## config.mk

```make
export PLATFORM = sky130hd
export DESIGN_NAME = switch_sync_flat
export DESIGN_NICKNAME = d
export VERILOG_FILES = /design/src/source/pdp_data_pkg.sv /design/src/source/panel_cmd_if.sv /design/src/source/switch_sync.sv /design/src/flat_wrapper.sv
export VERILOG_INCLUDE_DIRS = /design/src /design/src/source
export SDC_FILE = /design/constraint.sdc
export NUM_CORES = 1
export LEC_CHECK = 0
export ABC_AREA = 1
export ABC_CLOCK_PERIOD_IN_PS = 4100
export BUFFER_PORTS_ARGS = -buffer_cell sky130_fd_sc_hd__buf_2
export CORE_MARGIN = 1
export CORE_UTILIZATION = 26
export CTS_CLUSTER_DIAMETER = 200
export DETAILED_ROUTE_END_ITERATION = 10
export HOLD_SLACK_MARGIN = 0.05
export PLACE_DENSITY = 0.51
export SETUP_SLACK_MARGIN = 0.1
export SYNTH_ARGS = -nofsm -noshare
export SYNTH_HDL_FRONTEND = slang
export SYNTH_SLANG_ARGS = --single-unit
```

## constraint.sdc

```tcl
create_clock -name clk -period 4.1 [get_ports clk]
set_input_delay 1.025 -clock clk [delete_from_list [all_inputs] [get_ports clk]]
set_output_delay 1.025 -clock clk [all_outputs]
set_load 0.02 [all_outputs]
```

## src/source/console_settings.svh

```systemverilog
// Console build settings
`ifndef CONSOLE_SETTINGS_SVH
`define CONSOLE_SETTINGS_SVH

// A key must hold its new level this many clocks before it is accepted.
`define CON_DEBOUNCE_CYCLES 16

// Flops in each panel input synchronizer.
`define CON_SYNC_STAGES 2

// Memory fields built, each one 4096 words.
`define CON_FIELDS 8

`endif

```

## src/source/pdp_data_pkg.sv

```systemverilog
// Machine data types
package pdp_data_pkg;

    // Bit 11 here is bit 0 in PDP numbering, bit 0 is bit 11.
    typedef logic [11:0] word_t;

    // Instruction or data field number.
    typedef logic [2:0] field_t;

    // Field in the top three bits, word address below.
    typedef logic [14:0] ext_addr_t;

endpackage

```

## src/source/panel_cmd_if.sv

```systemverilog
// Panel command bundle
interface panel_cmd_if;

    logic                 addr_load;  // One-cycle pulses.
    logic                 extd_addr;
    logic                 dep;
    logic                 exam;
    logic                 clear;
    pdp_data_pkg::word_t  sr;         // Synchronized switch register.

    modport source (
        output addr_load, extd_addr, dep, exam, clear, sr
    );

    modport sink (
        input addr_load, extd_addr, dep, exam, clear, sr
    );

endinterface

```

## src/source/switch_sync.sv

```systemverilog
// Panel key synchronizer and debouncer
`include "console_settings.svh"

module switch_sync (
    input  logic                clk,
    input  logic                rst_n,
    input  logic [4:0]          keys_n,
    input  pdp_data_pkg::word_t sr,
    panel_cmd_if.source         cmd
);

    localparam int NKEYS = 5;
    localparam int SYNC  = `CON_SYNC_STAGES;
    localparam int DB    = `CON_DEBOUNCE_CYCLES;
    localparam int CW    = $clog2(DB + 1);

    // Key positions in keys_n.
    localparam int KEY_CLEAR = 0;
    localparam int KEY_EXAM  = 1;
    localparam int KEY_DEP   = 2;
    localparam int KEY_EXTD  = 3;
    localparam int KEY_LOAD  = 4;

    logic [NKEYS-1:0]    key_sync [SYNC];
    logic [NKEYS-1:0]    key_level;       // Accepted level, active high.
    logic [CW-1:0]       db_cnt [NKEYS];
    logic [NKEYS-1:0]    pulse;
    pdp_data_pkg::word_t sr_sync [SYNC];

    always_ff @(posedge clk)
    begin
        if (!rst_n)
        begin
            for (int s = 0; s < SYNC; s++)
                key_sync[s] <= '0;
            for (int k = 0; k < NKEYS; k++)
                db_cnt[k] <= '0;
            key_level <= '0;
            pulse     <= '0;
        end
        else
        begin
            key_sync[0] <= ~keys_n;
            for (int s = 1; s < SYNC; s++)
                key_sync[s] <= key_sync[s-1];
            for (int k = 0; k < NKEYS; k++)
            begin
                pulse[k] <= 1'b0;
                if (key_sync[SYNC-1][k] == key_level[k])
                    db_cnt[k] <= '0;                        // Bounce restarts the count.
                else if (db_cnt[k] == CW'(DB - 1))
                begin
                    key_level[k] <= key_sync[SYNC-1][k];
                    db_cnt[k]    <= '0;
                    pulse[k]     <= key_sync[SYNC-1][k];    // Press edge only.
                end
                else
                    db_cnt[k] <= db_cnt[k] + CW'(1);
            end
        end
    end

    always_ff @(posedge clk)
    begin
        sr_sync[0] <= sr;
        for (int s = 1; s < SYNC; s++)
            sr_sync[s] <= sr_sync[s-1];
    end

    assign cmd.clear     = pulse[KEY_CLEAR];
    assign cmd.exam      = pulse[KEY_EXAM];
    assign cmd.dep       = pulse[KEY_DEP];
    assign cmd.extd_addr = pulse[KEY_EXTD];
    assign cmd.addr_load = pulse[KEY_LOAD];
    assign cmd.sr        = sr_sync[SYNC-1];

    // A held key never yields back-to-back pulses.
    a_single_pulse: assert property (@(posedge clk) disable iff (!rst_n)
        (pulse & $past(pulse)) == '0);

endmodule

```

## src/flat_wrapper.sv

```systemverilog
// flat-port wrapper written by rule: the top's interface ports become plain ports
module switch_sync_flat 
  (clk, rst_n, keys_n, sr, cmd_addr_load, cmd_extd_addr, cmd_dep, cmd_exam, cmd_clear, cmd_sr);
  panel_cmd_if cmd_i ();
  input  logic clk;
  input  logic rst_n;
  input  logic [4:0] keys_n;
  input  pdp_data_pkg::word_t sr;
  output wire logic [$bits(cmd_i.addr_load)-1:0] cmd_addr_load;
  output wire logic [$bits(cmd_i.extd_addr)-1:0] cmd_extd_addr;
  output wire logic [$bits(cmd_i.dep)-1:0] cmd_dep;
  output wire logic [$bits(cmd_i.exam)-1:0] cmd_exam;
  output wire logic [$bits(cmd_i.clear)-1:0] cmd_clear;
  output wire logic [$bits(cmd_i.sr)-1:0] cmd_sr;
  assign cmd_addr_load = cmd_i.addr_load;
  assign cmd_extd_addr = cmd_i.extd_addr;
  assign cmd_dep = cmd_i.dep;
  assign cmd_exam = cmd_i.exam;
  assign cmd_clear = cmd_i.clear;
  assign cmd_sr = cmd_i.sr;
  switch_sync u_core (.clk(clk), .rst_n(rst_n), .keys_n(keys_n), .sr(sr), .cmd(cmd_i));
endmodule
```

; After elaboration in Yosys (flattened, before gate mapping)
; Memory sizes are Yosys's and may differ from the RTL's.
; Cells that the tools add are included.
[classes]
addsub = 5
eq_ne = 10
mux = 74
n_bitwise = 29
n_reduce_logical = 10
[ops]
columns = op, count
row1 = two-way mux 5 bit, 17
row2 = two-way mux 1 bit, 57
row3 = "adder 5 x 1 -> 5 bit, second input constant", 5
row4 = "== test 5 x 4 -> 1 bit, second input constant", 5
row5 = bitwise OR 1 bit, 17
row6 = OR reduction 3 bit, 5
row7 = NOT 1 bit, 11
row8 = AND reduction 2 bit, 5
row9 = == test 1 bit, 5
row10 = NOT 5 bit, 1
[word_totals]
reg_bits = 10
ramBits = 59
inputBits = 19
output_inout_bits = 17
mem_count = 3
[memory_table]
columns = memory, depth, width, rd, rd_clocked_by_memory_dff, wr, line_no
row1 = u_core.db_cnt, 5, 5, 5, 0, 5, switch_sync.sv:26  ; logic [CW-1:0] db_cnt [NKEYS];
row2 = u_core.sr_sync, 2, 12, 2, 0, 2, switch_sync.sv:28  ; pdp_data_pkg::word_t sr_sync [SYNC];
row3 = u_core.key_sync, 2, 5, 2, 0, 2, switch_sync.sv:24  ; logic [NKEYS-1:0] key_sync [SYNC];

; Longest topological paths before layout
[logic_depth]
depth_word = 7
depth_mapped = 7
mapped_depth_nobuf = 7

; Worst setup path before layout
; No wires, ideal clock.
[synth_timing]
kind = input to register
startpoint = in rst_n
endpoint = mem u_core.db_cnt[2][0] (netlist bit), data pin
setup_time_ps = 256
t_arrival_ps = 1465
t_required_ps = 3844
setup_slack_ps = 2379
cell_stages = 6
path_buffers = 2
path_cell_list = buf_6 -> inv_6 -> buf_8 -> a21oi_4 -> nand3_2 -> nor2_1
[synth_lines]
columns = item, line_no
row1 = start: declaration, flat_wrapper.sv:6  ; input logic rst_n;
row2 = end: declaration, switch_sync.sv:26

; Worst setup path in the final report
[layout_timing]
startpoint = reg u_core.pulse[3] (read register of u_core.key_sync)
endpoint = out cmd_extd_addr
[layout_lines]
columns = item, line_no
row1 = start: declaration, switch_sync.sv:27  ; logic [NKEYS-1:0] pulse;
row2 = end: declaration, flat_wrapper.sv:10  ; output wire logic [$bits(cmd_i.extd_addr)-1:0] cmd_extd_addr;
; No word-level cell between the ends.

==> run summary <==
The number of slew-limit violations in the final report came to 0. Tracing the worst setup path back leads to its startpoint at u_core.pulse[3]$_SDFF_PP0_. The highest net fanout along the worst path is 1. Grouping stages by cell kind, the critical path spends the most delay in flip-flops.

The total power after layout is 1.40 mW. For the final routed database, the setup TNS stands at 0 ps. The total via count after detailed routing came out at 1514. For this design, the slowest cell found on the critical path is dfxtp_1. The worst hold path begins at u_core.sr_sync[0][10]$_DFF_P_. The largest incremental delay on the critical path came out at 320 ps. The proportion of total power due to net switching came out at 21.5%. The number of max-cap violations is 0.

After synthesis, the most frequently instantiated cells are dfxtp_1, nor2_1, nand2_1. The initial DRC count is 53. The part of the Yosys area used for sequential elements is 65.9%. Wires add up to 3410 µm. Summed over all instances, the cell type with the most area after synthesis is dfxtp_1. The combined global-route utilization of all metal layers is 7.61%.

The share of the cycle needed by the critical path after routing came out at 44.9%. Clock tree synthesis selected as its root buffer the cell clkbuf_8. Per report_power, the combinational group accounts for 4.0% of the total. The post-DP HPWL came out at 2420 µm. The final weighted congestion in routability-driven placement is 0.744.

The x dimension of the die came out at 99.6 µm. After global routing the overflow that remains totals 0. The number of detailed-routing iterations run before antenna repair came out at 4. TritonCTS built the clock tree. By area the synthesized netlist is led by dfxtp_1, edfxtp_1, nor2_1. The number of nets in the finished design is 313. The number of sinks handled by clock tree synthesis is 69. The maximum operating frequency is 0.543 GHz. The number of distinct library cells after synthesis is 20. The power density relative to cell area came out at 464 mW/mm². The signal on the critical path passes through buf_2. For the final database, setup skew stands at 5.55 ps. The count of filler cells inserted in the layout is 992. Entering global routing, the biggest net connects 14 pins. The type of the most critical hold path is reg -> reg. The synthesized area per cell is 10.9 µm². The row count came out at 35.

The number of global-route vias before repair is 1311. The data arrival time of the worst path is 820 ps. In the routed design, unresolved DRC markers number 0. Yosys mapped a number of flops with a built-in enable equal to 25. The number of setup violations in the final report is 0.

The area share of the largest cell type after synthesis came out at 35.6%. The worst setup path is of the reg -> out kind. The initial antenna violation count is 0.

The portion of total power attributed to the clock network is 42.3%. The cell-internal power came out at 1.09 mW. After detailed routing, the average wire length per cell comes to 8.15 µm. The minimum clock period came out at 1840 ps.

The antenna diode count came out at 0. The fraction of synthesis flops using an asynchronous set or reset pin came out at 0%. The fraction of layout instances using a drive strength above 1 is 19.4%. The cts-stage hold buffer count came out at 0. The number of buffers and inverters on the critical path came out at 1.

From bottom edge to top edge, the die measures 99.6 µm. Hold timing on the final database bottoms out at a slack of 326 ps. The setup check on the worst reg-to-reg path leaves a slack of 2480 ps. The clock tree synthesis step divided the H-tree into 3 levels. The number of cells upsized or downsized after cts is 0. The most common cell in the synthesized netlist is dfxtp_1. The worst setup path is captured at an output pin. The share of total power dissipated in sequential elements is 53.7%. The run finished with clean final reports. Measured on the finished design, the core utilization comes to 32.5%.

The switching power total came out at 300 µW. The number of clock buffers inserted by TritonCTS came out at 9. Once detail routing completed, the nets flagged for antenna violations numbered 0. The most used flip-flop cell after synthesis is dfxtp_1. The post-synthesis instance area is 0.00248 mm².

The Yosys warning count came out at 0. The first global-routing pass estimated 5580 µm of wire. The synthesized instance count is 228. The layout overhead on the synthesized area is 21.4%. The startpoint of the lowest-slack register-to-register path is u_core.db_cnt[1][0]$_SDFFCE_PN0P_. The maximum root-to-sink buffer count is 2. The largest vdd supply drop came out at 0.179 mV. Clock-pin slew was measured on the worst setup and hold paths at 80 ps. Using the TritonRoute via totals, the vias-per-cell ratio works out to 3.62.

After floorplanning, the core was sized to cover 0.00924 mm². The total leakage power came out at 1.37 nW. The final-report hold violation count came out at 0.

During I/O placement, the number of pins put on the boundary was 36. Data on the critical path is required at its endpoint by 3070 ps. Setup repair after global routing left no endpoint under its margin.

The flip-flop and latch count after synthesis came out at 69. The setup fix buffers added after clock tree synthesis is 0. STA classifies the critical path startpoint as a flip-flop. The source-to-sink clock delay at the later pin of the worst-skew pair is 330 ps. The port buffer count is 35.

The initial utilization of the core area, before any placement, comes to 26.8%. The die covers 0.00992 mm².
==> cell usage in the layout (no fill, tap or decap) <==
| cell | synthesis | final |
|---|---|---|
| xnor2_1 | 5 | 5 |
| inv_6 | 1 | 1 |
| clkbuf_1 | 0 | 1 |
| clkbuf_16 | 0 | 1 |
| a21oi_4 | 1 | 1 |
| nand3_1 | 12 | 12 |
| nand4_1 | 6 | 6 |
| clkinvlp_4 | 0 | 1 |
| dfxtp_1 | 44 | 44 |
| nand3b_1 | 1 | 1 |
| bufinv_16 | 0 | 1 |
| inv_1 | 26 | 26 |
| nand2_1 | 31 | 31 |
| nand3_2 | 1 | 1 |
| a21oi_1 | 3 | 3 |
| edfxtp_1 | 25 | 25 |
| clkbuf_8 | 0 | 10 |
| o21ai_0 | 2 | 2 |
| conb_1 | 1 | 25 |
| buf_2 | 0 | 35 |
| clkinv_4 | 0 | 1 |
| ha_1 | 10 | 10 |
| or2_2 | 3 | 3 |
| nor2_1 | 42 | 42 |
| inv_4 | 0 | 1 |
==> power groups by stage <==
stage               Clock [mW]  Sequential (mW)  Combinational [mW]
detailed placement           0            0.765              0.0555
floorplan                    0            0.762              0.0479
global route             0.647            0.752              0.0639
finish                   0.591            0.749              0.0553
CTS                      0.618            0.749              0.0559
global placement             0            0.764              0.0554
==> worst paths after layout <==
kind | endpoint | cells after the start
setup / recovery | cmd_extd_addr | 1
hold / removal | u_core.sr_sync[0][22]$_DFF_P_ | 0
setup reg to reg | u_core.db_cnt[1][2]$_SDFFCE_PN0P_ | 7
hold reg to reg | u_core.sr_sync[0][22]$_DFF_P_ | 0
==> kinds of logic (layout without fill, tap and decap cells) <==
group / Yosys count / count (layout) / synth area share (%)
AND/OR/NAND/NOR: 96 / 96 / 16.5
AO/OA/AOI/OAI: 6 / 6 / 1.67
XOR/XNOR: 5 / 5 / 1.77
flip-flops: 69 / 69 / 65.9
adder cells (fa/ha/maj): 10 / 10 / 5.05
buffers and inverters: 41 / 78 / 8.99
other: 1 / 25 / 0.151
==> per-stage QoR <==
stage	cells	instance area [µm²]	setup slack (ps)
CTS	418	3010	2230
global placement	402	2790	2120
global route	418	3010	2210
finish	418	3010	2260
detailed placement	402	2790	2090
floorplan	252	2570	2380
==> registers in the layout, indices dropped and copies added, names as in the netlist <==
register / count
u_core.sr_sync: 24
u_core.db_cnt: 25
u_core.key_sync: 10
u_core.key_level: 5
u_core.pulse: 5
==> cell type report <==
type | instances | area, µm² | area share (%)
repair buffers | 35 | 175 | 5.83
flip-flops and latches | 69 | 1630 | 54.3
well taps | 129 | 161 | 5.37
multi-input cells | 142 | 712 | 23.7
inverters | 27 | 106 | 3.54
clock inverters | 4 | 52.6 | 1.75
clock buffers | 12 | 166 | 5.54
==> metal layers <==
metal  part of all wire [%]  GRT usage (%)  routed length (µm)
met5                      0              0                   0
met4                    2.7           4.75                  91
met3                    4.0           3.65                 136
met2                     46           11.2                1560
met1                     48           8.94                1620
Note: power is estimated with default switching activity, not from simulation.
