File: src/source/console_settings.svh
// Console build settings
`ifndef CONSOLE_SETTINGS_SVH
`define CONSOLE_SETTINGS_SVH

// A key must hold its new level this many clocks before it is accepted.
`define CON_DEBOUNCE_CYCLES 16

// Flops in each panel input synchronizer.
`define CON_SYNC_STAGES 2

// Memory fields built, each one 4096 words.
`define CON_FIELDS 8

`endif

File: src/source/pdp_data_pkg.sv
// Machine data types
package pdp_data_pkg;

    // Bit 11 here is bit 0 in PDP numbering, bit 0 is bit 11.
    typedef logic [11:0] word_t;

    // Instruction or data field number.
    typedef logic [2:0] field_t;

    // Field in the top three bits, word address below.
    typedef logic [14:0] ext_addr_t;

endpackage

File: src/source/console_ctl_pkg.sv
// Console control types
package console_ctl_pkg;

    typedef enum logic [1:0] {
        con_idle,
        con_read,    // Memory read in flight.
        con_capture  // Read data goes into mb.
    } con_state_t;

    // Position of each line in dsel.
    typedef enum logic [2:0] {
        sel_ma    = 3'd0,
        sel_mb    = 3'd1,
        sel_field = 3'd2,
        sel_sr    = 3'd3,
        sel_ext   = 3'd4,
        sel_none  = 3'd5
    } disp_sel_t;

endpackage

File: src/source/light_mux.sv
// Front panel lamp driver
module light_mux (
    input  logic                 clk,
    input  logic                 rst_n,
    input  logic [5:0]           dsel,
    input  pdp_data_pkg::word_t  ma,
    input  pdp_data_pkg::word_t  mb,
    input  pdp_data_pkg::field_t inst_field,
    input  pdp_data_pkg::field_t data_field,
    input  pdp_data_pkg::word_t  sr,
    output pdp_data_pkg::word_t  an,
    output pdp_data_pkg::field_t eman,
    output pdp_data_pkg::word_t  dsn
);

    console_ctl_pkg::disp_sel_t pick;
    pdp_data_pkg::word_t        disp;

    // Lowest set select line wins.
    always_comb
    begin
        casez (dsel)
            6'b?????1: pick = console_ctl_pkg::sel_ma;
            6'b????10: pick = console_ctl_pkg::sel_mb;
            6'b???100: pick = console_ctl_pkg::sel_field;
            6'b??1000: pick = console_ctl_pkg::sel_sr;
            6'b?10000: pick = console_ctl_pkg::sel_ext;
            default:   pick = console_ctl_pkg::sel_none;
        endcase
    end

    always_comb
    begin
        case (pick)
            console_ctl_pkg::sel_ma:    disp = ma;
            console_ctl_pkg::sel_mb:    disp = mb;
            console_ctl_pkg::sel_field: disp = {6'b000000, inst_field, data_field};
            console_ctl_pkg::sel_sr:    disp = sr;
            console_ctl_pkg::sel_ext:   disp = ma;   // Low word of the examine address.
            default:                    disp = '0;
        endcase
    end

    // Lamps are lit by a low level.
    always_ff @(posedge clk)
    begin
        if (!rst_n)
        begin
            an   <= '1;
            eman <= '1;
            dsn  <= '1;
        end
        else
        begin
            an   <= ~ma;
            eman <= ~inst_field;
            dsn  <= ~disp;
        end
    end

    a_lamps_hold: assert property (@(posedge clk)
        rst_n && $past(rst_n) && $stable(dsel) && $stable(ma) && $stable(mb)
        && $stable(inst_field) && $stable(data_field) && $stable(sr)
        |=> $stable(dsn) && $stable(an) && $stable(eman));

endmodule

File: config.mk
export PLATFORM = sky130hd
export DESIGN_NAME = light_mux
export DESIGN_NICKNAME = d
export VERILOG_FILES = /design/src/source/console_settings.svh /design/src/source/pdp_data_pkg.sv /design/src/source/console_ctl_pkg.sv /design/src/source/light_mux.sv
export SDC_FILE = /design/constraint.sdc
export NUM_CORES = 1
export LEC_CHECK = 0
export BUFFER_PORTS_ARGS = -buffer_cell sky130_fd_sc_hd__buf_2
export CAP_MARGIN = 20
export CORE_MARGIN = 1
export CORE_UTILIZATION = 42
export CTS_CLUSTER_DIAMETER = 80
export DETAILED_ROUTE_END_ITERATION = 10
export HOLD_SLACK_MARGIN = 0.03
export PLACE_DENSITY = 0.83
export SLEW_MARGIN = 20
export SYNTH_ARGS = -nofsm -noshare
export SYNTH_HDL_FRONTEND = slang
export SYNTH_SLANG_ARGS = --single-unit
File: constraint.sdc
create_clock -name clk -period 1.9 [get_ports clk]
set_input_delay 0 -clock clk [delete_from_list [all_inputs] [get_ports clk]]
set_output_delay 0 -clock clk [all_outputs]
set_load 0.02 [all_outputs]
; Word level (Yosys, flattened, before mapping)
; Index checks and enable logic that the tools add are counted.
[word_totals]
out_inout_bits = 27
word_cells = 18
inputBits = 50
register_bits = 27
[op_classes]
n_reduce_logical = 2
n_bitwise = 3
mux = 2
eq_ne = 8
[op_table]
columns = cell, count
row1 = 12-bit one-hot mux with 4 select lines, 1
row2 = 12-bit inverter, 2
row3 = 3-bit one-hot mux with 5 select lines, 1
row4 = 3-bit by 2-bit equality test with 1-bit output (second input constant), 2
row5 = 3-bit equality test (second input constant), 2
row6 = 5-bit equality test (second input constant), 1
row7 = 4-bit equality test (second input constant), 1
row8 = 3-bit by 1-bit equality test with 1-bit output (second input constant), 1
row9 = 3-bit logical NOT, 1
row10 = 3-bit inverter, 1
row11 = 2-bit equality test (second input constant), 1
row12 = 2-bit OR reduction, 1

; Depth between registers and ports, before layout
; Gate-level depths: netlist (run 1).
[depth]
depth_word = 6
mapped_depth = 4

; Worst setup path before layout (run 1)
; No wires, ideal clock.
[synth_path]
path_kind = input port to flip-flop
from = input dsel[2]
to = register dsn[3]
n_path_buf = 1
arrival_time_ns = 0.923
t_required_ns = 1.841
cell_stages = 4
setup_time_ns = 0.059
slack_ns = 0.918
cell_sequence = or4_1 > o21ai_2 > buf_6 > a31o_1
[synth_via]
elab_chain_len = 6
[synth_lines]
columns = element, line
row1 = from (decl), light_mux.sv:5  ; input logic [5:0] dsel,
row2 = 5-bit equality test (tied with other cells), light_mux.sv:22  ; casez (dsel)
row3 = 3-bit one-hot mux with 5 select lines (*), light_mux.sv:22
row4 = 3-bit equality test or 3-bit logical NOT (tied branches), light_mux.sv:34  ; case (pick)
row5 = 2-bit OR reduction (no line), --
row6 = 12-bit one-hot mux with 4 select lines (*), light_mux.sv:34
row7 = 12-bit inverter (*), light_mux.sv:57  ; dsn <= ~disp;
row8 = to (signal assigned), light_mux.sv:57
row9 = to (decl), light_mux.sv:13  ; output pdp_data_pkg::word_t dsn
; Every way passes the cells marked *; elsewhere a longest branch is shown, timed or not.
; A chain may end at the register's enable or synchronous reset.

; Worst setup path in the final report (run 1)
[layout_path]
from = input ma[7]
to = register an[7]
[layout_via]
elab_chain_len = 1
[layout_lines]
columns = element, line
row1 = from (decl), light_mux.sv:6  ; input pdp_data_pkg::word_t ma,
row2 = 12-bit inverter, light_mux.sv:55  ; an <= ~ma;
row3 = to (signal assigned), light_mux.sv:55
row4 = to (decl), light_mux.sv:11  ; output pdp_data_pkg::word_t an,
; No other way between the ends.

==> qor.json, run 1 <==
{
  "synthToLayoutAreaGrowth_pct": 73.55,
  "clock_path_buffers": 2,
  "grt_usage": 0.3339,
  "globalplace.congestion": 0.7889,
  "synth_edf_count": 0,
  "synth-seq-cells": 27,
  "rsz_0062_raised_after_global_routing": "no",
  "crit_path_end_kind": "register",
  "placedInstanceArea_mm2": 0.001453,
  "portion_of_the_post_synthesis_area_used_by_sequential_elements": 0.5100,
  "design_area_mm2": 0.001839,
  "total_negative_slack_ps": 0,
  "slew-limit-headroom": 0.5191,
  "cts_clk_pin_slew_worst_paths_ps": 140,
  "post-route-period-util": 0.5682,
  "holdBufCountCts": 36,
  "final_report_max_slew_violation_count": 0,
  "ioPinCount": 77,
  "final-setup-viol-count": 0,
  "ctsRootBufferMaster": "sky130_fd_sc_hd__clkbuf_4",
  "wire_per_inst_um": 17.36,
  "fp.dieArea_mm2": 0.002728,
  "outcome": "completed",
  "via_count": 1371,
  "syn_area_mm2": 0.001060,
  "asyncSetResetFlopFracSynth": 0,
  "tightest_slew_ps": 719.4,
  "most_instantiated_library_cell_after_synthesis": "sky130_fd_sc_hd__dfxtp_1",
  "worst_ir_drop_vdd_uv": 461.0,
  "synth_area_leader_cell": "sky130_fd_sc_hd__dfxtp_1",
  "total_power_w": 0.001153,
  "tritoncts.num_buffers": 3,
  "synth-main-ff-cell": "sky130_fd_sc_hd__dfxtp_1",
  "fin_cells": 247,
  "antennaDiodeCount": 0,
  "routed_wirelength_um": 4288,
  "post_cts_setup_repair_buffer_count": 0,
  "syn-num-nets": 159,
  "synth.top_cells.by_count": "sky130_fd_sc_hd__dfxtp_1, sky130_fd_sc_hd__nand2_1, sky130_fd_sc_hd__o21ai_0",
  "timing_hold_violations_final": 0,
  "synth.lib_cells_used.distinct": 19,
  "cts_sinks": 27,
  "syn-mean-instance-area_um2": 9.723,
  "grt.overflow.total": 0,
  "antenna_found_initial": 0,
  "number_of_global_route_vias_before_repair": 1333,
  "clock_tree.htree_level_count": 1,
  "postCtsResizedCells": 0,
  "finalNetCount": 270,
  "arrival_ps": 1300,
  "timing.final.crit_period_ps": 1080,
  "placement.io_buffers": 75,
  "yosys.area_share.simple": 0.2220,
  "criticalPathCategory": "in -> reg",
  "core-area_mm2": 0.002297,
  "yosys-mux-area-fraction": 0,
  "first_drt_pass_iteration_count": 5,
  "worst-path-max-fanout": 2,
  "post_synth_main_area_contributors": "sky130_fd_sc_hd__dfxtp_1, sky130_fd_sc_hd__o21ai_0, sky130_fd_sc_hd__nand2_1",
  "layout-drive-gt1-share": 0.4110,
  "num_rows": 17,
  "synth_compound_area_frac": 0.2349,
  "die_width_um": 52.23,
  "drt-initial-drc-count": 67,
  "maxClockFrequency_ghz": 0.9263,
  "cts_tree": "yes",
  "power_density_mw_per_mm2": 627.0,
  "hpwlAfterDp_um": 2176,
  "max_cap_viol_count": 0,
  "xor_xnor_share_of_the_synthesized_area": 0,
  "hold_path.class": "in -> reg",
  "netlist.area_leader.share": 0.5100,
  "routed_via_density": 5.551,
  "synthAdderAreaFrac": 0,
  "starting_density_of_the_core": 0.4613,
  "final_util": 0.8007,
  "drtAntennaViolNets": 0,
  "dieHeight_um": 52.23,
  "grt_start_max_net_pins": 18,
  "post_synth_inst_count": 109,
  "leakage_nw": 0.7912,
  "first_pass_grt_wire_length_um": 6444,
  "critPathLaunchType": "primary input",
  "detail_route.drc_violations": 0,
  "yosysWarnings": 0,
  "dp.cells": 207,
  "largest_family_of_logic_cells_by_synthesized_area": "compound AO/OA/AOI/OAI gates",
  "cp_data_required_time_ps": 2120
}
cells in the final DEF, fill, tap and decap left out:
cell / instances
sky130_fd_sc_hd__buf_4: 1
sky130_fd_sc_hd__inv_1: 1
sky130_fd_sc_hd__nand2_1: 21
sky130_fd_sc_hd__or4_1: 1
sky130_fd_sc_hd__dfxtp_1: 27
sky130_fd_sc_hd__o21ai_2: 1
sky130_fd_sc_hd__nor2b_1: 2
sky130_fd_sc_hd__and4bb_2: 6
sky130_fd_sc_hd__nor4b_2: 2
sky130_fd_sc_hd__a31o_2: 2
sky130_fd_sc_hd__dlygate4sd3_1: 36
sky130_fd_sc_hd__buf_2: 75
sky130_fd_sc_hd__o21ai_0: 17
sky130_fd_sc_hd__o21ai_1: 1
sky130_fd_sc_hd__a31o_1: 4
sky130_fd_sc_hd__a32oi_1: 6
sky130_fd_sc_hd__and2_1: 6
sky130_fd_sc_hd__clkbuf_4: 3
sky130_fd_sc_hd__a21o_1: 6
sky130_fd_sc_hd__clkbuf_1: 1
power breakdown:
part	internal (W)	total, W	switching, W
clock	0.0000824	0.000250	0.000168
combinational	0.000142	0.000291	0.000149
sequential	0.000601	0.000612	0.0000111
total	0.000825	0.00115	0.000328
per-stage QoR:
step                hold slack (ps)  worst slack, ps
floorplan                     61.94            918.1
global placement              177.1            555.1
detailed placement            182.2            538.9
CTS                           42.42            880.1
global route                  46.03            784.8
finish                        45.74            820.4
worst max-delay path, cell delays in order:
cell and delay [ps]:
sky130_fd_sc_hd__dlygate4sd3_1 540, sky130_fd_sc_hd__buf_2 120, sky130_fd_sc_hd__nand2_1 40, sky130_fd_sc_hd__dlygate4sd3_1 600
per-layer routing:
layer | up-vias | routed length (um) | GRT usage | part of all wire
li1 | 616 | - | - | -
met1 | 628 | 1651 | 0.4211 | 0.39
met2 | 105 | 2031 | 0.5299 | 0.47
met3 | 22 | 451 | 0.05797 | 0.11
met4 | 0 | 153 | 0.1974 | 0.036
met5 | - | 0 | 0 | 0
cell families after synthesis:
logic type	count (synthesis)
AO/OA/AOI/OAI	37
buffers and inverters	7
flip-flops	27
AND/OR/NAND/NOR	38
area by class of cell:
class / instances / area, um^2
Tap cell: 28 / 35.03
Multi-Input combinational cell: 75 / 490.5
Sequential cell: 27 / 540.5
Inverter: 1 / 3.754
Timing Repair Buffer: 112 / 743.2
Clock buffer: 4 / 26.28
Fill cell: 118 / 457.9
state kept, by name, indices dropped and copies added, names as in the netlist:
signal	cells
eman	3
dsn	12
an	12
path summary, 6_finish.rpt:
path | startpoint | to | slack, ps | cells past startpoint
min | mb[5] | dsn[5] | 50 | 3
max | ma[7] | an[7] | 820 | 4
Power figures use the tool's default switching activity.
==> run 2: changes to the inputs <==
CORE_ASPECT_RATIO = 0.5   (was unset)
CORE_UTILIZATION = 39   (was 42)
PLACE_DENSITY = 0.77   (was 0.83)
clock period = 1 ns   (was 1.9 ns; I/O delays follow)
==> qor.json, run 2 (same netlist as run 1, synthesis figures left out) <==
{
  "num_rows": {"value": 12, "change": "-5"},
  "starting_density_of_the_core": {"value": 0.4439, "change": "-0.01741"},
  "globalplace.congestion": {"value": 0.9069, "change": "+15%"},
  "drt-initial-drc-count": {"value": 77, "change": "+15%"},
  "slew-limit-headroom": {"value": 0.8265, "change": "+0.3074"},
  "hpwlAfterDp": {"value": 2368, "unit": "um", "change": "+8.8%"},
  "cts_clk_pin_slew_worst_paths": {"value": 80, "unit": "ps", "change": "-60 ps"},
  "hold_ws": {"value": 44.59, "unit": "ps", "change": "-1.152 ps"},
  "clock_path_buffers": {"value": 2, "change": "unchanged"},
  "tritoncts.num_buffers": {"value": 3, "change": "unchanged"},
  "antennaDiodeCount": {"value": 0, "change": "unchanged"},
  "ioPinCount": {"value": 77, "change": "unchanged"},
  "post_cts_setup_repair_buffer_count": {"value": 0, "change": "unchanged"},
  "via_count": {"value": 1297, "change": "-5.4%"},
  "postCtsResizedCells": {"value": 0, "change": "unchanged"},
  "timing.critical_path.max_delay_family": "simple AND/OR/NAND/NOR gates",
  "hold_path.class": "in -> reg",
  "layout_setup_ws": {"value": 46.34, "unit": "ps", "change": "-774.1 ps"},
  "routed_via_density": {"value": 5.126, "change": "-7.6%"},
  "critical_path.cell_chain": "buf_2 -> or4_1 -> o21ai_2 -> buf_4 -> a31o_2",
  "wire_per_inst": {"value": 15.14, "unit": "um", "change": "-13%"},
  "placedInstanceArea": {"value": 0.001587, "unit": "mm^2", "change": "+9.2%"},
  "final-setup-viol-count": {"value": 0, "change": "unchanged"},
  "detail_route.drc_violations": {"value": 0, "change": "unchanged"},
  "tightest_slew": {"value": 260.2, "unit": "ps", "change": "-459.2 ps"},
  "final_util": {"value": 0.7673, "change": "-0.03336"},
  "placement.io_buffers": {"value": 75, "change": "unchanged"},
  "cp_slowest_stage_delay": {"value": 570, "unit": "ps", "change": "-30 ps"},
  "final_common_cell": "sky130_fd_sc_hd__buf_2",
  "drtAntennaViolNets": {"value": 0, "change": "unchanged"},
  "number_of_global_route_vias_before_repair": {"value": 1297, "change": "-2.7%"},
  "max_cap_viol_count": {"value": 0, "change": "unchanged"},
  "final_report_max_slew_violation_count": {"value": 0, "change": "unchanged"},
  "power_density": {"value": 1264, "unit": "mW/mm^2", "change": "+100%"},
  "worst_ir_drop_vdd": {"value": 603.1, "unit": "uV", "change": "+31%"},
  "fp.dieArea": {"value": 0.002942, "unit": "mm^2", "change": "+7.9%"},
  "clock_tree.htree_level_count": {"value": 1, "change": "unchanged"},
  "holdCritStartpoint": "sr[2]",
  "total_power": {"value": 0.002315, "unit": "W", "change": "+100%"},
  "grt.overflow.total": {"value": 0, "change": "unchanged"},
  "cp_data_required_time": {"value": 1210, "unit": "ps", "change": "-910 ps"},
  "critical-path-slowest-cell": "sky130_fd_sc_hd__or4_1",
  "post-route-period-util": 0.9537,
  "arrival": {"value": 1170, "unit": "ps", "change": "-130 ps"},
  "maxClockFrequency_ghz": 1.049,
  "synthToLayoutAreaGrowth_pct": 72.85,
  "core-area": {"value": 0.002387, "unit": "mm^2", "change": "+3.9%"},
  "setup_slack_placement": {"value": -169.2, "unit": "ps", "change": "-708.1 ps"},
  "routed_wirelength": {"value": 3830, "unit": "um", "change": "-11%"},
  "holdBufCountCts": {"value": 20, "change": "-44%"},
  "timing_hold_violations_final": {"value": 0, "change": "unchanged"},
  "timing.final.crit_period_ps": 953.7,
  "outcome": "completed",
  "leakage": {"value": 0.8311, "unit": "nW", "change": "+5.0%"},
  "rsz_0062_raised_after_global_routing": "no",
  "cts_tree": "yes",
  "dieHeight": {"value": 38.86, "unit": "um", "change": "-26%"},
  "worst-path-max-fanout": {"value": 6, "change": "+4"},
  "die_width": {"value": 75.72, "unit": "um", "change": "+45%"},
  "critPathLaunchType": "primary input",
  "criticalPathCategory": "in -> reg",
  "crit_path_end_kind": "register",
  "antenna_found_initial": {"value": 0, "change": "unchanged"},
  "timing.hold.worst_path_depth": {"value": 3, "change": "unchanged"},
  "first_drt_pass_iteration_count": {"value": 4, "change": "-1"},
  "first_pass_grt_wire_length": {"value": 5954, "unit": "um", "change": "-7.6%"},
  "finalNetCount": {"value": 269, "change": "-0.37%"},
  "grt_start_max_net_pins": {"value": 16, "change": "-2"},
  "layout-drive-gt1-share": {"value": 0.4817, "change": "+0.07069"},
  "grt_usage": {"value": 0.2892, "change": "-0.04476"},
  "critPathBufInv": {"value": 2, "change": "-1"},
  "cts_sinks": {"value": 27, "change": "unchanged"},
  "worstHoldEndpoint": "dsn[2]",
  "design_area": {"value": 0.001832, "unit": "mm^2", "change": "-0.41%"},
  "ctsRootBufferMaster": "sky130_fd_sc_hd__clkbuf_8",
  "largest_registers": "an x12, dsn x12, eman x3",
  "most-common-layout-cells": "sky130_fd_sc_hd__buf_2, sky130_fd_sc_hd__dfxtp_1, sky130_fd_sc_hd__nand2_1"
}
## run 2: worst min-delay path: cells and delay by family
| kind | cells | cell delay, ps |
|---|---|---|
| AOI/OAI and AO/OA | 1 | 130 |
| buffers and inverters | 1 | 100 |
| and+or+nand+nor | 1 | 50 |
## run 2: worst max-delay path by stage
| stage | startpoint | end | slack, ps | cells after the start |
|---|---|---|---|---|
| CTS | dsel[2] | dsn[2] | 70 | 5 |
| finish | dsel[2] | dsn[1] | 50 | 5 |
| global route | dsel[2] | dsn[2] | 30 | 5 |
| floorplan | dsel[2] | dsn[3] | 20 | 4 |
| detailed placement | dsel[2] | dsn[2] | -170 | 5 |
| global placement | dsel[2] | dsn[0] | -120 | 5 |
## run 2: layout make-up
type | instances | area [um^2]
multi-input combinational | 75 | 490.5
tap | 35 | 43.79
sequential | 27 | 540.5
inverter | 1 | 3.754
clock buffer | 4 | 45.04
timing repair buffer | 111 | 708.2
fill | 170 | 555.5
## run 2: through the flow
step	std cells	TNS [ps]
2_1_floorplan	109	0
3_3_place_gp	229	-1287
3_5_place_dp	229	-1806
4_1_cts	253	0
5_1_grt	253	0
6_report	253	0
## run 2: where the power goes
| group | switching (W) | internal (W) |
|---|---|---|
| combinational | 0.000273 | 0.000272 |
| clock | 0.000329 | 0.000286 |
| sequential | 0.0000154 | 0.00114 |
| total | 0.000618 | 0.00170 |
## run 2: routing by layer
metal | vias up | wire length, um | track usage
met1 | 608 | 1526 | 0.3035
met3 | 18 | 240 | 0.09115
li1 | 612 | - | -
met5 | - | 0 | 0
met2 | 59 | 1897 | 0.5313
met4 | 0 | 166 | 0.1574
==> run 3: changes to the inputs <==
ABC_AREA = 1   (was unset)
CORE_UTILIZATION = 40   (was 39)
GPL_ROUTABILITY_DRIVEN = 0   (was unset)
PLACE_DENSITY = 0.89   (was 0.77)
==> qor.json, run 3 <==
{
  "slew-limit-headroom": {"value": 0.6993, "change": "-0.1272"},
  "timing_hold_violations_final": {"value": 0, "change": "unchanged"},
  "grt_start_max_net_pins": {"value": 28, "change": "+12"},
  "yosysWarnings": {"value": 0, "change": "unchanged"},
  "synth_area_leader_cell": "sky130_fd_sc_hd__dfxtp_1",
  "tightest_slew": {"value": 451.1, "unit": "ps", "change": "+190.8 ps"},
  "critPathBufInv": {"value": 2, "change": "unchanged"},
  "synth.top_cells.by_count": "sky130_fd_sc_hd__nand2_1, sky130_fd_sc_hd__dfxtp_1, sky130_fd_sc_hd__nand3_1",
  "antenna_found_initial": {"value": 0, "change": "unchanged"},
  "multiInputGateArea": {"value": 462.9, "unit": "um^2", "change": "-5.6%"},
  "finalNetCount": {"value": 303, "change": "+13%"},
  "grt_usage": {"value": 0.2273, "change": "-0.06189"},
  "rsz_0062_raised_after_global_routing": "no",
  "power_density": {"value": 1328, "unit": "mW/mm^2", "change": "+5.1%"},
  "worst-path-max-fanout": {"value": 2, "change": "-4"},
  "ctsRootBufferMaster": "sky130_fd_sc_hd__clkbuf_8",
  "fp.dieArea": {"value": 0.003041, "unit": "mm^2", "change": "+3.3%"},
  "critPathLaunchType": "primary input",
  "asyncSetResetFlopFracSynth": {"value": 0, "change": "unchanged"},
  "portion_of_the_post_synthesis_area_used_by_sequential_elements": {"value": 0.4805, "change": "-0.02950"},
  "worst_ir_drop_vdd": {"value": 722.6, "unit": "uV", "change": "+20%"},
  "timing.critical_path.max_delay_family": "buffers and inverters",
  "final_report_max_slew_violation_count": {"value": 0, "change": "unchanged"},
  "synthToLayoutAreaGrowth_pct": 54.17,
  "post_synth_main_area_contributors": "sky130_fd_sc_hd__dfxtp_1, sky130_fd_sc_hd__nand2_1, sky130_fd_sc_hd__nand3_1",
  "first_drt_pass_iteration_count": {"value": 8, "change": "+4"},
  "via_count": {"value": 1322, "change": "+1.9%"},
  "largest_registers": "an x12, dsn x12, eman x3",
  "tritoncts.num_buffers": {"value": 3, "change": "unchanged"},
  "post-route-period-util": {"value": 0.8633, "change": "-0.09038"},
  "violated_checks": "DRC",
  "cts_sinks": {"value": 27, "change": "unchanged"},
  "maxClockFrequency": {"value": 1.158, "unit": "GHz", "change": "+10%"},
  "synth_edf_count": {"value": 0, "change": "unchanged"},
  "synth-seq-cells": {"value": 27, "change": "unchanged"},
  "detail_route.drc_violations": {"value": 2, "change": "+2"},
  "crit_path_end_kind": "register",
  "wire_per_inst": {"value": 11.42, "unit": "um", "change": "-25%"},
  "syn_area": {"value": 0.001125, "unit": "mm^2", "change": "+6.1%"},
  "placement.io_buffers": {"value": 75, "change": "unchanged"},
  "fillers": {"value": 207, "change": "+22%"},
  "total_negative_slack": {"value": 0, "unit": "ps", "change": "unchanged"},
  "criticalPathCategory": "in -> reg",
  "timing.final.crit_period": {"value": 863.3, "unit": "ps", "change": "-90.38 ps"},
  "postCtsResizedCells": {"value": 0, "change": "unchanged"},
  "syn-mean-instance-area": {"value": 7.074, "unit": "um^2", "change": "-27%"},
  "antennaDiodeCount": {"value": 0, "change": "unchanged"},
  "critical_path.startpoint": "inst_field[0]",
  "worst_path_most_repeated_cell": "sky130_fd_sc_hd__nand2_1",
  "clock_path_buffers": {"value": 2, "change": "unchanged"},
  "cts_clk_pin_slew_worst_paths": {"value": 90, "unit": "ps", "change": "about the same"},
  "drt-initial-drc-count": {"value": 73, "change": "-5.2%"},
  "routed_wirelength": {"value": 3301, "unit": "um", "change": "-14%"},
  "dieHeight": {"value": 39.50, "unit": "um", "change": "+1.6%"},
  "final-setup-viol-count": {"value": 0, "change": "unchanged"},
  "critical_path.cell_chain": "dlygate4sd3_1 -> buf_2 -> nand3_1 -> nand2_1 -> nor2_1 -> nand2_1 -> nand2_1",
  "number_of_global_route_vias_before_repair": {"value": 1143, "change": "-12%"},
  "die_width": {"value": 77.00, "unit": "um", "change": "+1.7%"},
  "clock_tree.htree_level_count": {"value": 1, "change": "unchanged"},
  "layout-drive-gt1-share": {"value": 0.3730, "change": "-0.1086"},
  "netlist.area_leader.share": {"value": 0.4805, "change": "-0.02950"},
  "routed_via_density": {"value": 4.574, "change": "-11%"},
  "post_synth_inst_count": {"value": 159, "change": "+46%"},
  "cp_num_cells": {"value": 7, "change": "+2"},
  "critical_path.endpoint": "dsn[3]",
  "num_rows": {"value": 13, "change": "+1"},
  "most_instantiated_library_cell_after_synthesis": "sky130_fd_sc_hd__nand2_1",
  "first_pass_grt_wire_length": {"value": 5002, "unit": "um", "change": "-16%"},
  "core-area": {"value": 0.002635, "unit": "mm^2", "change": "+10%"},
  "leakage": {"value": 0.9543, "unit": "nW", "change": "+15%"},
  "synth-main-ff-cell": "sky130_fd_sc_hd__dfxtp_1",
  "cp_slowest_stage_delay": {"value": 540, "unit": "ps", "change": "-30 ps"},
  "hold_path.class": "in -> reg",
  "arrival": {"value": 1090, "unit": "ps", "change": "-80 ps"},
  "max_cap_viol_count": {"value": 0, "change": "unchanged"},
  "critical-path-slowest-cell": "sky130_fd_sc_hd__dlygate4sd3_1",
  "final_util": {"value": 0.6581, "change": "-0.1092"},
  "outcome": "finished, violations left",
  "synth.lib_cells_used.distinct": {"value": 14, "change": "-5"},
  "starting_density_of_the_core": {"value": 0.4269, "change": "-0.01704"},
  "hpwlAfterDp": {"value": 2200, "unit": "um", "change": "-7.1%"},
  "drtAntennaViolNets": {"value": 0, "change": "unchanged"},
  "syn-num-nets": {"value": 209, "change": "+31%"},
  "ioPinCount": {"value": 77, "change": "unchanged"},
  "cts_tree": "yes",
  "grt.overflow.total": {"value": 0, "change": "unchanged"},
  "cp_data_required_time": {"value": 1220, "unit": "ps", "change": "about the same"},
  "final_common_cell": "sky130_fd_sc_hd__buf_2",
  "most-common-layout-cells": "sky130_fd_sc_hd__buf_2, sky130_fd_sc_hd__nand2_1, sky130_fd_sc_hd__dfxtp_1",
  "sequential_cell_area": {"value": 540.5, "unit": "um^2", "change": "unchanged"}
}
## run 3: worst min-delay path by stage
stage	from	to	slack, ps	cells after the start
2_1_floorplan	ma[0]	an[0]	60	1
3_3_place_gp	ma[10]	an[10]	180	2
3_5_place_dp	ma[8]	an[8]	180	2
4_1_cts	mb[10]	dsn[10]	50	6
5_1_grt	mb[6]	dsn[6]	70	6
6_report	mb[10]	dsn[10]	50	6
## run 3: area by class of cell
type | count | area share
Multi-Input combinational cell | 108 | 0.2670
Inverter | 16 | 0.03463
Timing Repair Buffer | 97 | 0.3333
Clock inverter | 1 | 0.002886
Sequential cell | 27 | 0.3117
Tap cell | 37 | 0.02670
Clock buffer | 3 | 0.02381
## run 3: logic make-up after synthesis
family,count (synthesis),synth area share
AO/OA/AOI/OAI,1,0.007788
buffers and inverters,24,0.1079
flip-flops,27,0.4805
AND/OR/NAND/NOR,107,0.4038
## run 3: what timing repair did
| action | 4_1_cts | 5_1_grt |
|---|---|---|
| hold buffers | 15 | 0 |
| buffers inserted | 0 | 0 |
| hold endpoints to repair | 26 | 0 |
| setup endpoints to repair | 0 | 0 |
## run 3: power by group
group | internal (W) | leakage [nW] | switching [W]
combinational | 0.000229 | 0.704 | 0.000299
sequential | 0.00114 | 0.225 | 0.0000144
clock | 0.000280 | 0.0255 | 0.000339
## run 3: per-layer routing
layer	routed length (um)	GRT usage	share of wire	vias to the layer above
met5	0	0	0	-
met4	93	0.1321	0.028	0
met3	247	0.07209	0.075	12
met2	1652	0.4219	0.50	60
met1	1308	0.2427	0.40	584
li1	-	-	-	666
## run 3: through the flow
step | instance area (um^2) | hold slack [ps] | total power, W | worst slack [ps] | instances
after floorplan | 1125 | 61.94 | 0.001454 | 287.2 | 159
after global routing | 1734 | 73.61 | 0.002418 | 115.2 | 289
after detailed placement | 1538 | 181.2 | 0.001652 | 86.58 | 270
after CTS | 1734 | 45.36 | 0.002301 | 218.4 | 289
final | 1734 | 48.37 | 0.002303 | 136.7 | 289
after global placement | 1538 | 179.1 | 0.001640 | 128.7 | 270
